**src/design/mole_pkg.sv**
```systemverilog
package mole_pkg;

    ////////////////////////////////////////////////////////////
    // Game sizes
    ////////////////////////////////////////////////////////////
    localparam int num_holes   = 4;                   // Holes and buttons
    localparam int score_w     = 7;                   // Score counter width
    localparam int lives_w     = 2;                   // Lives counter width
    localparam int start_lives = 3;                   // Lives at game start

    ////////////////////////////////////////////////////////////
    // Mole spawning
    ////////////////////////////////////////////////////////////
    localparam int lfsr_w = 8;
    localparam logic [lfsr_w-1:0] lfsr_seed = 8'd1;   // Any nonzero value works
    localparam int spawn_delay_min  = 16;             // Cycles before a mole at d = 0
    localparam int spawn_delay_step = 8;              // Extra cycles per unit of d
    localparam int delay_w = 7;                       // Holds up to 72 - 1

    ////////////////////////////////////////////////////////////
    // Hit window that shrinks every ten points
    ////////////////////////////////////////////////////////////
    localparam int hit_window_base = 200;             // Window at score 0
    localparam int hit_window_step = 16;              // Cut per full ten points
    localparam int hit_window_min  = 40;              // Never shorter than this
    localparam int window_w        = 8;               // Holds up to 200 - 1

    // End screen toggle periods with entry 0 for hole 0
    localparam int blink_w = 7;
    localparam logic [num_holes-1:0][blink_w-1:0] blink_period = {
        7'd80,                                        // Hole 3
        7'd60,                                        // Hole 2
        7'd40,                                        // Hole 1
        7'd20                                         // Hole 0
    };

    ////////////////////////////////////////////////////////////
    // Shared types
    ////////////////////////////////////////////////////////////
    typedef enum logic [1:0] {
        idle       = 2'd0,                            // Waiting for a press
        play       = 2'd1,                            // Game running
        end_screen = 2'd2                             // Blinking moles and best score kept
    } game_state_t;

    typedef logic [1:0] hole_t;                       // Hole index

    // Button strobes from the edge detector
    typedef struct packed {
        logic                 any;                    // OR of all strobes
        logic [num_holes-1:0] mask;                   // One bit per button
    } press_t;

    // New mole from the spawner
    typedef struct packed {
        logic  valid;                                 // Single cycle strobe
        hole_t hole;
    } spawn_t;

    // What the display needs to know about the game
    typedef struct packed {
        game_state_t state;
        logic        lit;                             // A mole is up
        hole_t       hole;                            // Which one
    } game_view_t;

endpackage
```
**src/design/whack_a_mole_top.sv**
```systemverilog
`timescale 1ns/10ps

module whack_a_mole_top import mole_pkg::*; (
    input  logic                 clk,
    input  logic                 reset,
    input  logic [num_holes-1:0] buttons,     // Player buttons
    output logic [num_holes-1:0] moles,       // Mole LEDs
    output logic [score_w-1:0]   score,
    output logic [lives_w-1:0]   lives,
    output logic [score_w-1:0]   high_score,  // Best score since reset
    output game_state_t          state
);

    ////////////////////////////////////////////////////////////
    // Internal links
    ////////////////////////////////////////////////////////////
    press_t     press;                         // Edge strobes
    logic       spawn_req;                     // FSM asks for a mole
    spawn_t     spawn;                         // Spawner answer
    game_view_t view;                          // FSM to display

    // Button producer
    button_edges u_edges (
        .clk     (clk),
        .reset   (reset),
        .buttons (buttons),
        .press   (press)
    );

    // Random hole and delay
    mole_spawner u_spawner (
        .clk       (clk),
        .reset     (reset),
        .spawn_req (spawn_req),
        .spawn     (spawn)
    );

    whack_game_fsm u_fsm (
        .clk        (clk),
        .reset      (reset),
        .press      (press),
        .spawn      (spawn),
        .spawn_req  (spawn_req),
        .view       (view),
        .score      (score),
        .lives      (lives),
        .high_score (high_score)
    );

    // LED consumer
    mole_display u_display (
        .clk   (clk),
        .reset (reset),
        .view  (view),
        .moles (moles)
    );

    assign state = view.state;                 // Game state for the outside

endmodule

```
**src/design/mole_display.sv**
```systemverilog
`timescale 1ns/10ps

module mole_display import mole_pkg::*; (
    input  logic                 clk,
    input  logic                 reset,
    input  game_view_t           view,      // Game state from the FSM
    output logic [num_holes-1:0] moles      // One LED per hole
);

    logic [blink_w-1:0]   blink_cnt [num_holes];   // Per hole toggle counters
    logic [num_holes-1:0] hole_onehot;

    assign hole_onehot = {{(num_holes-1){1'b0}}, 1'b1} << view.hole;

    ////////////////////////////////////////////////////////////
    // Output register and blink counters
    ////////////////////////////////////////////////////////////
    always_ff @(posedge clk or posedge reset) begin
        if (reset) begin
            moles <= '0;
            for (int i = 0; i < num_holes; i++) begin
                blink_cnt[i] <= '0;
            end
        end else begin
            case (view.state)
                play: begin
                    moles <= view.lit ? hole_onehot : '0;  // Single lit mole
                    for (int i = 0; i < num_holes; i++) begin
                        blink_cnt[i] <= '0;     // Fresh start for the end screen
                    end
                end

                end_screen: begin
                    // Each mole dances at its own rate
                    for (int i = 0; i < num_holes; i++) begin
                        if (blink_cnt[i] == blink_period[i] - 1'b1) begin
                            blink_cnt[i] <= '0;
                            moles[i]     <= ~moles[i];
                        end else begin
                            blink_cnt[i] <= blink_cnt[i] + 1'b1;
                        end
                    end
                end

                default: begin
                    moles <= '0;                // Idle with all moles dark
                    for (int i = 0; i < num_holes; i++) begin
                        blink_cnt[i] <= '0;
                    end
                end
            endcase
        end
    end

endmodule

```
**src/design/whack_game_fsm.sv**
```systemverilog
`timescale 1ns/10ps

module whack_game_fsm import mole_pkg::*; (
    input  logic               clk,
    input  logic               reset,
    input  press_t             press,        // Button strobes
    input  spawn_t             spawn,        // New mole from the spawner
    output logic               spawn_req,    // One cycle, asks for a mole
    output game_view_t         view,         // To the display
    output logic [score_w-1:0] score,
    output logic [lives_w-1:0] lives,
    output logic [score_w-1:0] high_score
);

    game_state_t         state;
    logic                lit;                // Mole up and window running
    hole_t               hole;               // Lit hole
    logic [window_w-1:0] window_cnt;         // Cycles left in the hit window
    logic [window_w-1:0] window_load;
    logic [num_holes-1:0] hole_mask;
    logic                hit;
    logic                wrong;
    logic                expired;
    logic                lose_life;

    ////////////////////////////////////////////////////////////
    // Hit window length from the current score
    ////////////////////////////////////////////////////////////
    always_comb begin
        int win;
        win = hit_window_base - hit_window_step * (int'(score) / 10);
        if (win < hit_window_min) begin
            win = hit_window_min;            // Floor
        end
        window_load = window_w'(win - 1);    // Counts down to zero
    end

    // Press decode against the lit hole
    assign hole_mask = {{(num_holes-1){1'b0}}, 1'b1} << hole;
    assign hit       = lit && (press.mask == hole_mask);   // Only the right button
    assign wrong     = lit && press.any && !hit;           // Anything else pressed
    assign expired   = lit && !press.any && (window_cnt == '0);
    assign lose_life = wrong || expired;

    ////////////////////////////////////////////////////////////
    // Game state
    ////////////////////////////////////////////////////////////
    always_ff @(posedge clk or posedge reset) begin
        if (reset) begin
            state      <= idle;
            score      <= '0;
            lives      <= '0;
            high_score <= '0;
            lit        <= 1'b0;
            hole       <= '0;
            window_cnt <= '0;
            spawn_req  <= 1'b0;
        end else begin
            spawn_req <= 1'b0;               // Pulse by default
            case (state)
                idle: begin
                    if (press.any) begin     // Any button starts a game
                        state     <= play;
                        score     <= '0;
                        lives     <= lives_w'(start_lives);
                        lit       <= 1'b0;
                        spawn_req <= 1'b1;
                    end
                end

                play: begin
                    if (!lit) begin
                        // Presses ignored until a mole shows
                        if (spawn.valid) begin
                            lit        <= 1'b1;
                            hole       <= spawn.hole;
                            window_cnt <= window_load;
                        end
                    end else if (hit) begin
                        lit       <= 1'b0;
                        spawn_req <= 1'b1;
                        if (score != '1) begin
                            score <= score + 1'b1;    // Saturates at the top
                        end
                    end else if (lose_life) begin
                        lit   <= 1'b0;
                        lives <= lives - 1'b1;
                        if (lives == lives_w'(1)) begin
                            state <= end_screen;      // Last life gone
                            if (score > high_score) begin
                                high_score <= score;
                            end
                        end else begin
                            spawn_req <= 1'b1;        // Next mole
                        end
                    end else begin
                        window_cnt <= window_cnt - 1'b1;
                    end
                end

                end_screen: begin
                    if (press.any) begin
                        state <= idle;       // Back to idle with the score still shown
                    end
                end

                default: state <= idle;
            endcase
        end
    end

    // View straight from the registers
    assign view.state = state;
    assign view.lit   = lit;
    assign view.hole  = hole;

endmodule

```
**src/design/mole_spawner.sv**
```systemverilog
`timescale 1ns/10ps

module mole_spawner import mole_pkg::*; (
    input  logic   clk,
    input  logic   reset,
    input  logic   spawn_req,               // Ask for the next mole
    output spawn_t spawn                    // Hole and strobe when delay is over
);

    ////////////////////////////////////////////////////////////
    // LFSR with taps x^8 + x^6 + x^5 + x^4 + 1
    ////////////////////////////////////////////////////////////
    logic [lfsr_w-1:0]  lfsr;
    logic [lfsr_w-1:0]  lfsr_next;
    logic               feedback;

    assign feedback  = lfsr[7] ^ lfsr[5] ^ lfsr[4] ^ lfsr[3];
    assign lfsr_next = {lfsr[lfsr_w-2:0], feedback};

    ////////////////////////////////////////////////////////////
    // Countdown
    ////////////////////////////////////////////////////////////
    logic [delay_w-1:0] count;              // Cycles left before the strobe
    logic [delay_w-1:0] delay_load;
    logic               active;             // Countdown in progress
    hole_t              next_hole;
    hole_t              hole_q;             // Hole picked at request time

    // Delay field is bits 4:2 of the new value for 16 to 72 cycles
    // Loaded one short so the strobe lands on the last cycle
    assign delay_load = delay_w'(spawn_delay_min
                                 + spawn_delay_step * int'(lfsr_next[4:2]) - 1);
    assign next_hole  = lfsr_next[1:0];

    always_ff @(posedge clk or posedge reset) begin
        if (reset) begin
            lfsr   <= lfsr_seed;
            count  <= '0;
            active <= 1'b0;
        end else if (spawn_req) begin       // Restarts any running countdown
            lfsr   <= lfsr_next;
            count  <= delay_load;
            active <= 1'b1;
        end else if (active) begin
            if (count == '0) begin
                active <= 1'b0;             // Strobe goes out this cycle
            end else begin
                count <= count - 1'b1;
            end
        end
    end

    // Hole held until the strobe goes out
    always_ff @(posedge clk or posedge reset) begin
        if (reset) begin
            hole_q <= '0;
        end else if (spawn_req) begin
            hole_q <= next_hole;
        end
    end

    assign spawn.valid = active && (count == '0);
    assign spawn.hole  = hole_q;

endmodule

```
**src/design/button_edges.sv**
```systemverilog
`timescale 1ns/10ps

module button_edges import mole_pkg::*; (
    input  logic                 clk,
    input  logic                 reset,
    input  logic [num_holes-1:0] buttons,   // Raw, asynchronous to clk
    output press_t               press      // One cycle per rising edge
);

    logic [num_holes-1:0] sync_a;           // First synchronizer stage
    logic [num_holes-1:0] sync_b;           // Second synchronizer stage
    logic [num_holes-1:0] prev;             // Last sampled value
    logic [num_holes-1:0] rise;

    // High for the cycle where a button has just gone up
    assign rise = sync_b & ~prev;

    always_ff @(posedge clk or posedge reset) begin
        if (reset) begin
            sync_a     <= '0;
            sync_b     <= '0;
            prev       <= '0;
            press.mask <= '0;
            press.any  <= 1'b0;
        end else begin
            sync_a     <= buttons;
            sync_b     <= sync_a;
            prev       <= sync_b;
            press.mask <= rise;             // Strobe lands 3 edges after the button
            press.any  <= |rise;            // Start and restart only need this
        end
    end

endmodule

```
**config.mk**
```make
export PLATFORM = sky130hd
export DESIGN_NAME = whack_a_mole_top
export DESIGN_NICKNAME = d
export VERILOG_FILES = /design/src/design/mole_pkg.sv /design/src/design/whack_a_mole_top.sv /design/src/design/mole_display.sv /design/src/design/whack_game_fsm.sv /design/src/design/mole_spawner.sv /design/src/design/button_edges.sv
export SDC_FILE = /design/constraint.sdc
export NUM_CORES = 1
export LEC_CHECK = 0
export BUFFER_PORTS_ARGS = -buffer_cell sky130_fd_sc_hd__buf_2
export CORE_ASPECT_RATIO = 0.8
export CORE_MARGIN = 2
export CORE_UTILIZATION = 55
export CTS_CLUSTER_SIZE = 10
export DETAILED_ROUTE_END_ITERATION = 8
export PLACE_DENSITY = 0.72
export SLEW_MARGIN = 0
export SYNTH_ARGS = -nofsm -noshare
export SYNTH_HDL_FRONTEND = slang
export SYNTH_SLANG_ARGS = --single-unit
```
**constraint.sdc**
```tcl
create_clock -name clk -period 5.95 [get_ports clk]
set_input_delay 1.19 -clock clk [delete_from_list [all_inputs] [get_ports clk]]
set_output_delay 1.19 -clock clk [all_outputs]
set_load 0.01 [all_outputs]
```
==> results of run 1 <==
==> cells in the mapped netlist (all sizes together), types with 3 or more instances <==
| library cell | n | area [um^2] |
|---|---|---|
| clkbuf | 16 | 60.1 |
| o21a | 4 | 30.0 |
| mux2i | 8 | 80.1 |
| or2 | 4 | 25.0 |
| nand3b | 4 | 30.0 |
| a31oi | 4 | 25.0 |
| nor3 | 13 | 65.1 |
| o22ai | 4 | 25.0 |
| and3 | 5 | 31.3 |
| nand2b | 9 | 56.3 |
| a21oi | 22 | 110 |
| mux2 | 18 | 203 |
| a31o | 3 | 26.3 |
| xnor2 | 17 | 149 |
| nand3 | 16 | 80.1 |
| buf | 5 | 36.3 |
| nor2b | 12 | 75.1 |
| a2111oi | 4 | 66.3 |
| or4 | 4 | 33.8 |
| inv | 37 | 139 |
| nand4 | 5 | 31.3 |
| and2 | 5 | 31.3 |
| o31ai | 5 | 37.5 |
| a211oi | 8 | 60.1 |
| o21ai | 25 | 125 |
| nor2 | 49 | 184 |
| nand2 | 25 | 93.8 |
| ha | 25 | 313 |
| dfrtp | 95 | 2380 |
| or3 | 9 | 56.3 |
| xor2 | 13 | 114 |
==> final cells by class <==
type,count,area [um^2],share of cell area (%)
multi-input cells,352,2440,43.8
clock buffers,9,225,4.03
inverters,37,140,2.51
clock inverters,7,83.8,1.50
flip-flops and latches,96,2400,43.1
repair buffers,28,143,2.56
well taps,115,144,2.58
==> state kept, by name, indices dropped and copies added, names as in the netlist <==
name                 flops
u_display.blink_cnt     28
u_display.moles          4
u_edges.press            5
u_edges.prev             4
u_edges.sync_a           4
u_edges.sync_b           4
u_fsm.high_score         7
u_fsm.hole               2
u_fsm.lit                1
u_fsm.lives              2
u_fsm.score              7
u_fsm.spawn_req          1
u_fsm.state              2
u_fsm.window_cnt         8
u_spawner.active         1
u_spawner.count          7
u_spawner.hole_q         1
u_spawner.lfsr           8
==> power groups by stage <==
stage / registers [mW] / logic, mW / clock network [mW]
after floorplan: 0.853 / 0.455 / 0
after global placement: 0.891 / 0.517 / 0
after detailed placement: 0.898 / 0.537 / 0
after CTS: 0.886 / 0.539 / 0.616
after global routing: 0.906 / 0.616 / 0.638
final: 0.887 / 0.536 / 0.599
==> routing by layer <==
layer  part of all wire (%)  global-route usage, %  vias up  wire, um
met1                     49                   29.0     1777      4620
met3                    5.6                   6.14       16       527
li1                       -                      -     1819         -
met4                    1.7                   5.66        0       157
met2                     44                   30.1       82      4190
met5                      0                      0        -         0
==> worst max path at each step <==
stage / endpoint / slack, ns / cells after the start
5_1_grt: u_fsm.window_cnt[5] / 2.13 / 12
3_5_place_dp: u_fsm.window_cnt[5] / 2.49 / 12
4_1_cts: u_fsm.window_cnt[5] / 2.48 / 12
2_1_floorplan: u_display.blink_cnt[0] / 2.26 / 1
3_3_place_gp: u_fsm.window_cnt[5] / 2.68 / 12
6_report: u_fsm.window_cnt[5] / 2.43 / 12
==> cells by family (layout without fill, tap and decap cells) <==
kind of cell | Yosys count | in the layout | share of synthesized area [%]
AOI/OAI and AO/OA | 104 | 104 | 14.4
xor gates and xnor gates | 30 | 30 | 5.17
adders and majority gates | 26 | 26 | 6.35
buffers and inverters | 58 | 81 | 4.63
DFF | 96 | 96 | 47.3
muxes | 26 | 26 | 5.57
and+or+nand+nor | 166 | 166 | 16.6
==> flow_summary.json, run 1 <==
{
  "slew_headroom_pct": 36.0,
  "postCtsHoldBufs": 0,
  "die_w_um": 111,
  "p_switching_mw": 0.669,
  "instances_no_fill": 644,
  "ios": 28,
  "power.internal_mw": 1.35,
  "leakage_nw": 2.50,
  "dieArea_um2": 10000,
  "wirelength_mm": 9.49,
  "grt_pass1_vias": 3521,
  "finalCritPeriodShare_pct": 59.1,
  "hp-start": "u_edges.sync_a[1]",
  "gp_congestion": 0.883,
  "yosys_warnings": 0,
  "async_reset_ff_share_pct": 100,
  "worstMarginPinSlew_ns": 0.947,
  "grt_max_degree": 55,
  "stdcell_area_um2": 5580,
  "startpoint": "u_fsm.score[5]",
  "worst_slack_ns": 2.43,
  "final_cell_mix": "dfrtp_1 (95), nor2_1 (49), inv_1 (36), buf_2 (27)",
  "synth_area_um2": 5080,
  "slowest_delay_ns": 0.60,
  "p_clk_share_pct": 29.6,
  "grt-ovfl-total": 0,
  "drcViolationCount": 0,
  "drtAntennaViolNets": 0,
  "drtIter0Drc": 275,
  "max-cap-violations": 0,
  "hold_path_class": "register to register",
  "synth_cell_types": 62,
  "rsz0062_at_grt": "no",
  "dr.pass1.iters": 4,
  "n_fill_cell": 736,
  "antennaDiodeCount": 0,
  "switching_share_pct": 33.1,
  "rows": 31,
  "clk_pin_slew_ns": 0.07,
  "cp.buffers_inverters": 1,
  "crit_family": "compound AO/OA/AOI/OAI gates",
  "tns_ns": 0,
  "cpMostUsedCell": "ha_1",
  "syn_area_per_cell_um2": 10.0,
  "dp_slack_ns": 2.49,
  "design.core.area_um2": 9000,
  "ys_seq_elements": 96,
  "vias": 3694,
  "start_util_pct": 56.5,
  "synth_edf_count": 0,
  "cts_num_sinks": 96,
  "ys.flop_type": "dfrtp_1",
  "reg2reg_slack_ns": 2.43,
  "grt_pass1_wl_mm": 16.6,
  "worstSetupPathType": "register to register",
  "whs_path_depth": 0,
  "drive_gt1_share_pct": 14.7,
  "clkLatencyLatePin_ns": 0.35,
  "post-cts-setup-buffers": 0,
  "numCtsBuffers": 9,
  "grt_usage_pct": 20.2,
  "slew_viol_final": 0,
  "startpoint_type": "register",
  "wire_per_inst_um": 14.7,
  "critPathArrivalTime_ns": 3.76,
  "hold-worst-slack_ns": 0.348,
  "path_cells": "nor2_1, inv_1, ha_1, nor2b_1, a21o_1, a31oi_1, o2111ai_1, a211oi_1, ha_1, mux2i_1, a311o_1, o211a_1",
  "place_inst": 628,
  "rr_worst_depth": 12,
  "synth_cells": 506,
  "dpl_cell_area_um2": 5270,
  "share_comb_of_total_power_pct": 26.5,
  "cts-root-buf": "clkbuf_16",
  "ctsLongestPathBuffers": 2,
  "fin_skew_ns": 0.00529,
  "crit_required_ns": 6.19,
  "finalPower_mw": 2.02,
  "r2r-start": "u_fsm.score[5]",
  "slowest_stage": "dfrtp_1",
  "hold_end": "u_edges.sync_b[1]",
  "avgViaCountPerCell": 5.74,
  "path_max_fanout": 19,
  "clock.fmax_mhz": 284,
  "cts_tree": "built",
  "powerDensity_nw_per_um2": 362,
  "final_nets": 555,
  "finalCriticalPeriod_ns": 3.52,
  "die_h_um": 90.0,
  "critPathCaptureType": "register",
  "htree_num_levels": 3,
  "place_hpwl_mm": 6.69,
  "p_seq_share_pct": 43.8,
  "timing.rr.end": "u_fsm.window_cnt[5]",
  "utilization_pct": 62.0,
  "postCtsResizedCells": 0,
  "final_common_cell": "dfrtp_1",
  "antenna_found_initial": 0,
  "status": "finished clean",
  "max-vdd-ir-drop_mv": 0.297,
  "syn_nets": 537,
  "syn_to_final_growth_pct": 9.85,
  "ys_seq_area_share_pct": 47.3,
  "portBuffers": 27,
  "hold_violations": 0,
  "setup_viol": 0
}
Power figures use the tool's default switching activity.
==> inputs of run 2 (changes only) <==
- PLACE_DENSITY: 0.72 -> 0.75
- clock period: 5.95 -> 3.1 ns (I/O delays scaled with it)
==> flow_summary.json, run 2 (same netlist as run 1, synthesis figures left out) <==
{
  "vias": 3700,
  "cts-root-buf": "clkbuf_16",
  "cts_num_sinks": 96,
  "reg.largest.list": "u_display.blink_cnt x28, u_fsm.window_cnt x8, u_spawner.lfsr x8",
  "wire_per_inst_um": 15.0,
  "timing.rr.end": "u_fsm.window_cnt[5]",
  "reg2reg_slack_ns": 0.09,
  "drive_gt1_share_pct": 17.5,
  "die_h_um": 90.0,
  "gp_congestion": 0.907,
  "crit_required_ns": 3.33,
  "dieArea_um2": 10000,
  "max-cap-violations": 0,
  "design.core.area_um2": 9000,
  "leakage_nw": 2.55,
  "fin_skew_ns": 0.00675,
  "slowest_delay_ns": 0.40,
  "dp_slack_ns": 0.000955,
  "worstMarginPinSlew_ns": 0.957,
  "setup_viol": 0,
  "final_cell_mix": "dfrtp_1 (95), nor2_1 (48), inv_1 (36), buf_2 (27), nand2_1 (25)",
  "rr_worst_depth": 12,
  "grt_pass1_wl_mm": 17.4,
  "critPathArrivalTime_ns": 3.24,
  "r2r-start": "u_fsm.score[5]",
  "finalCritPeriodShare_pct": 97.0,
  "clk_pin_slew_ns": 0.07,
  "ctsLongestPathBuffers": 2,
  "multi_input_area_um2": 2450,
  "drtIter0Drc": 212,
  "antennaDiodeCount": 0,
  "utilization_pct": 63.2,
  "status": "finished clean",
  "numCtsBuffers": 9,
  "n_fill_cell": 740,
  "cp.depth": 12,
  "final_common_cell": "dfrtp_1",
  "drcViolationCount": 0,
  "drtAntennaViolNets": 0,
  "cpMostUsedCell": "ha_2",
  "hold_violations": 0,
  "die_w_um": 111,
  "critPathCapture": "u_fsm.window_cnt[5]",
  "grt_max_degree": 46,
  "slew_viol_final": 0,
  "cp.buffers_inverters": 1,
  "ios": 28,
  "slowest_stage": "dfrtp_1",
  "slew_headroom_pct": 35.4,
  "powerDensity_nw_per_um2": 675,
  "largest_reg_flops": 28,
  "wirelength_mm": 9.83,
  "grt-ovfl-total": 0,
  "worstSetupPathType": "register to register",
  "portBuffers": 27,
  "syn_to_final_growth_pct": 11.8,
  "start_util_pct": 56.5,
  "avgViaCountPerCell": 5.63,
  "path_max_fanout": 6,
  "crit_family": "compound AO/OA/AOI/OAI gates",
  "cts_tree": "built",
  "finalCriticalPeriod_ns": 3.01,
  "final_nets": 568,
  "clock.fmax_mhz": 333,
  "path_cells": "nor2_2, inv_1, ha_2, nor2b_1, a21o_1, o32ai_1, a21oi_1, a211oi_2, ha_2, mux2i_1, a311o_1, o211a_1",
  "clkLatencyLatePin_ns": 0.34,
  "antenna_found_initial": 0,
  "place_hpwl_mm": 6.88,
  "hold_path_class": "input pin to asynchronous set/reset pin",
  "worst_slack_ns": 0.0945,
  "startpoint": "u_fsm.score[5]",
  "critPathCaptureType": "register",
  "largest-register": "u_display.blink_cnt",
  "seqCellArea_um2": 2400,
  "max-vdd-ir-drop_mv": 0.594,
  "grt_usage_pct": 21.0,
  "dr.pass1.iters": 5,
  "htree_num_levels": 3,
  "rows": 31,
  "grt_pass1_vias": 3730,
  "startpoint_type": "register"
}
==> run 2: changes by cell type in the layout (fill, tap and decap cells not counted), moves of 2 or more <==
cell / previous run / this run
buf_4: 1 / 13
clkinvlp_4: 1 / 3
ha_1: 25 / 23
ha_2: 0 / 2
==> run 2: per-stage QoR <==
stage	hold slack (ns)	instance area, um^2	TNS (ns)	total power [mW]	instances
floorplan	0.331	5080	0	2.51	506
global placement	0.333	5370	0	2.72	639
detailed placement	0.335	5370	0	2.78	639
CTS	0.341	5660	0	3.86	655
global route	0.354	5680	-0.0278	4.12	657
finish	0.337	5680	0	3.84	657
==> run 2: worst min path at each step <==
stage | from | end | slack [ns] | cells after the start
2_1_floorplan | u_edges.sync_a[0] | u_edges.sync_b[0] | 0.33 | 0
3_3_place_gp | u_edges.sync_a[3] | u_edges.sync_b[3] | 0.33 | 0
3_5_place_dp | u_edges.sync_a[3] | u_edges.sync_b[3] | 0.33 | 0
4_1_cts | reset | u_spawner.count[3] | 0.34 | 2
5_1_grt | u_edges.sync_a[3] | u_edges.sync_b[3] | 0.35 | 0
6_report | reset | u_display.blink_cnt[7] | 0.34 | 2
==> run 2: timing repair <==
item | 4_1_cts | 5_1_grt
hold buffers | 0 | 0
hold endpoints to repair | 0 | 0
setup endpoints to repair | 1 | 2
setup buffers | 0 | 2
pin swaps | 0 | 2
resized for setup | 1 | 3
==> run 2: power breakdown <==
group | internal, mW | leakage, nW | switching [mW]
clock network | 0.559 | 0.136 | 0.501
registers | 1.46 | 1.24 | 0.220
logic | 0.531 | 1.17 | 0.566
total | 2.55 | 2.55 | 1.29
==> run 2: layout make-up <==
class / count / share of cell area, %
clock buffer: 9 / 3.96
inverter: 37 / 2.51
timing repair buffer: 41 / 4.45
clock inverter: 7 / 1.06
sequential: 96 / 42.3
multi-input combinational: 352 / 43.2
tap: 115 / 2.53
==> run 2: per-layer routing <==
layer	track usage, %	vias up	part of all wire [%]
met1	29.4	1783	48
met2	33.0	68	47
met3	5.33	10	3.7
met4	5.56	0	0.76
met5	0	-	0
li1	-	1839	-
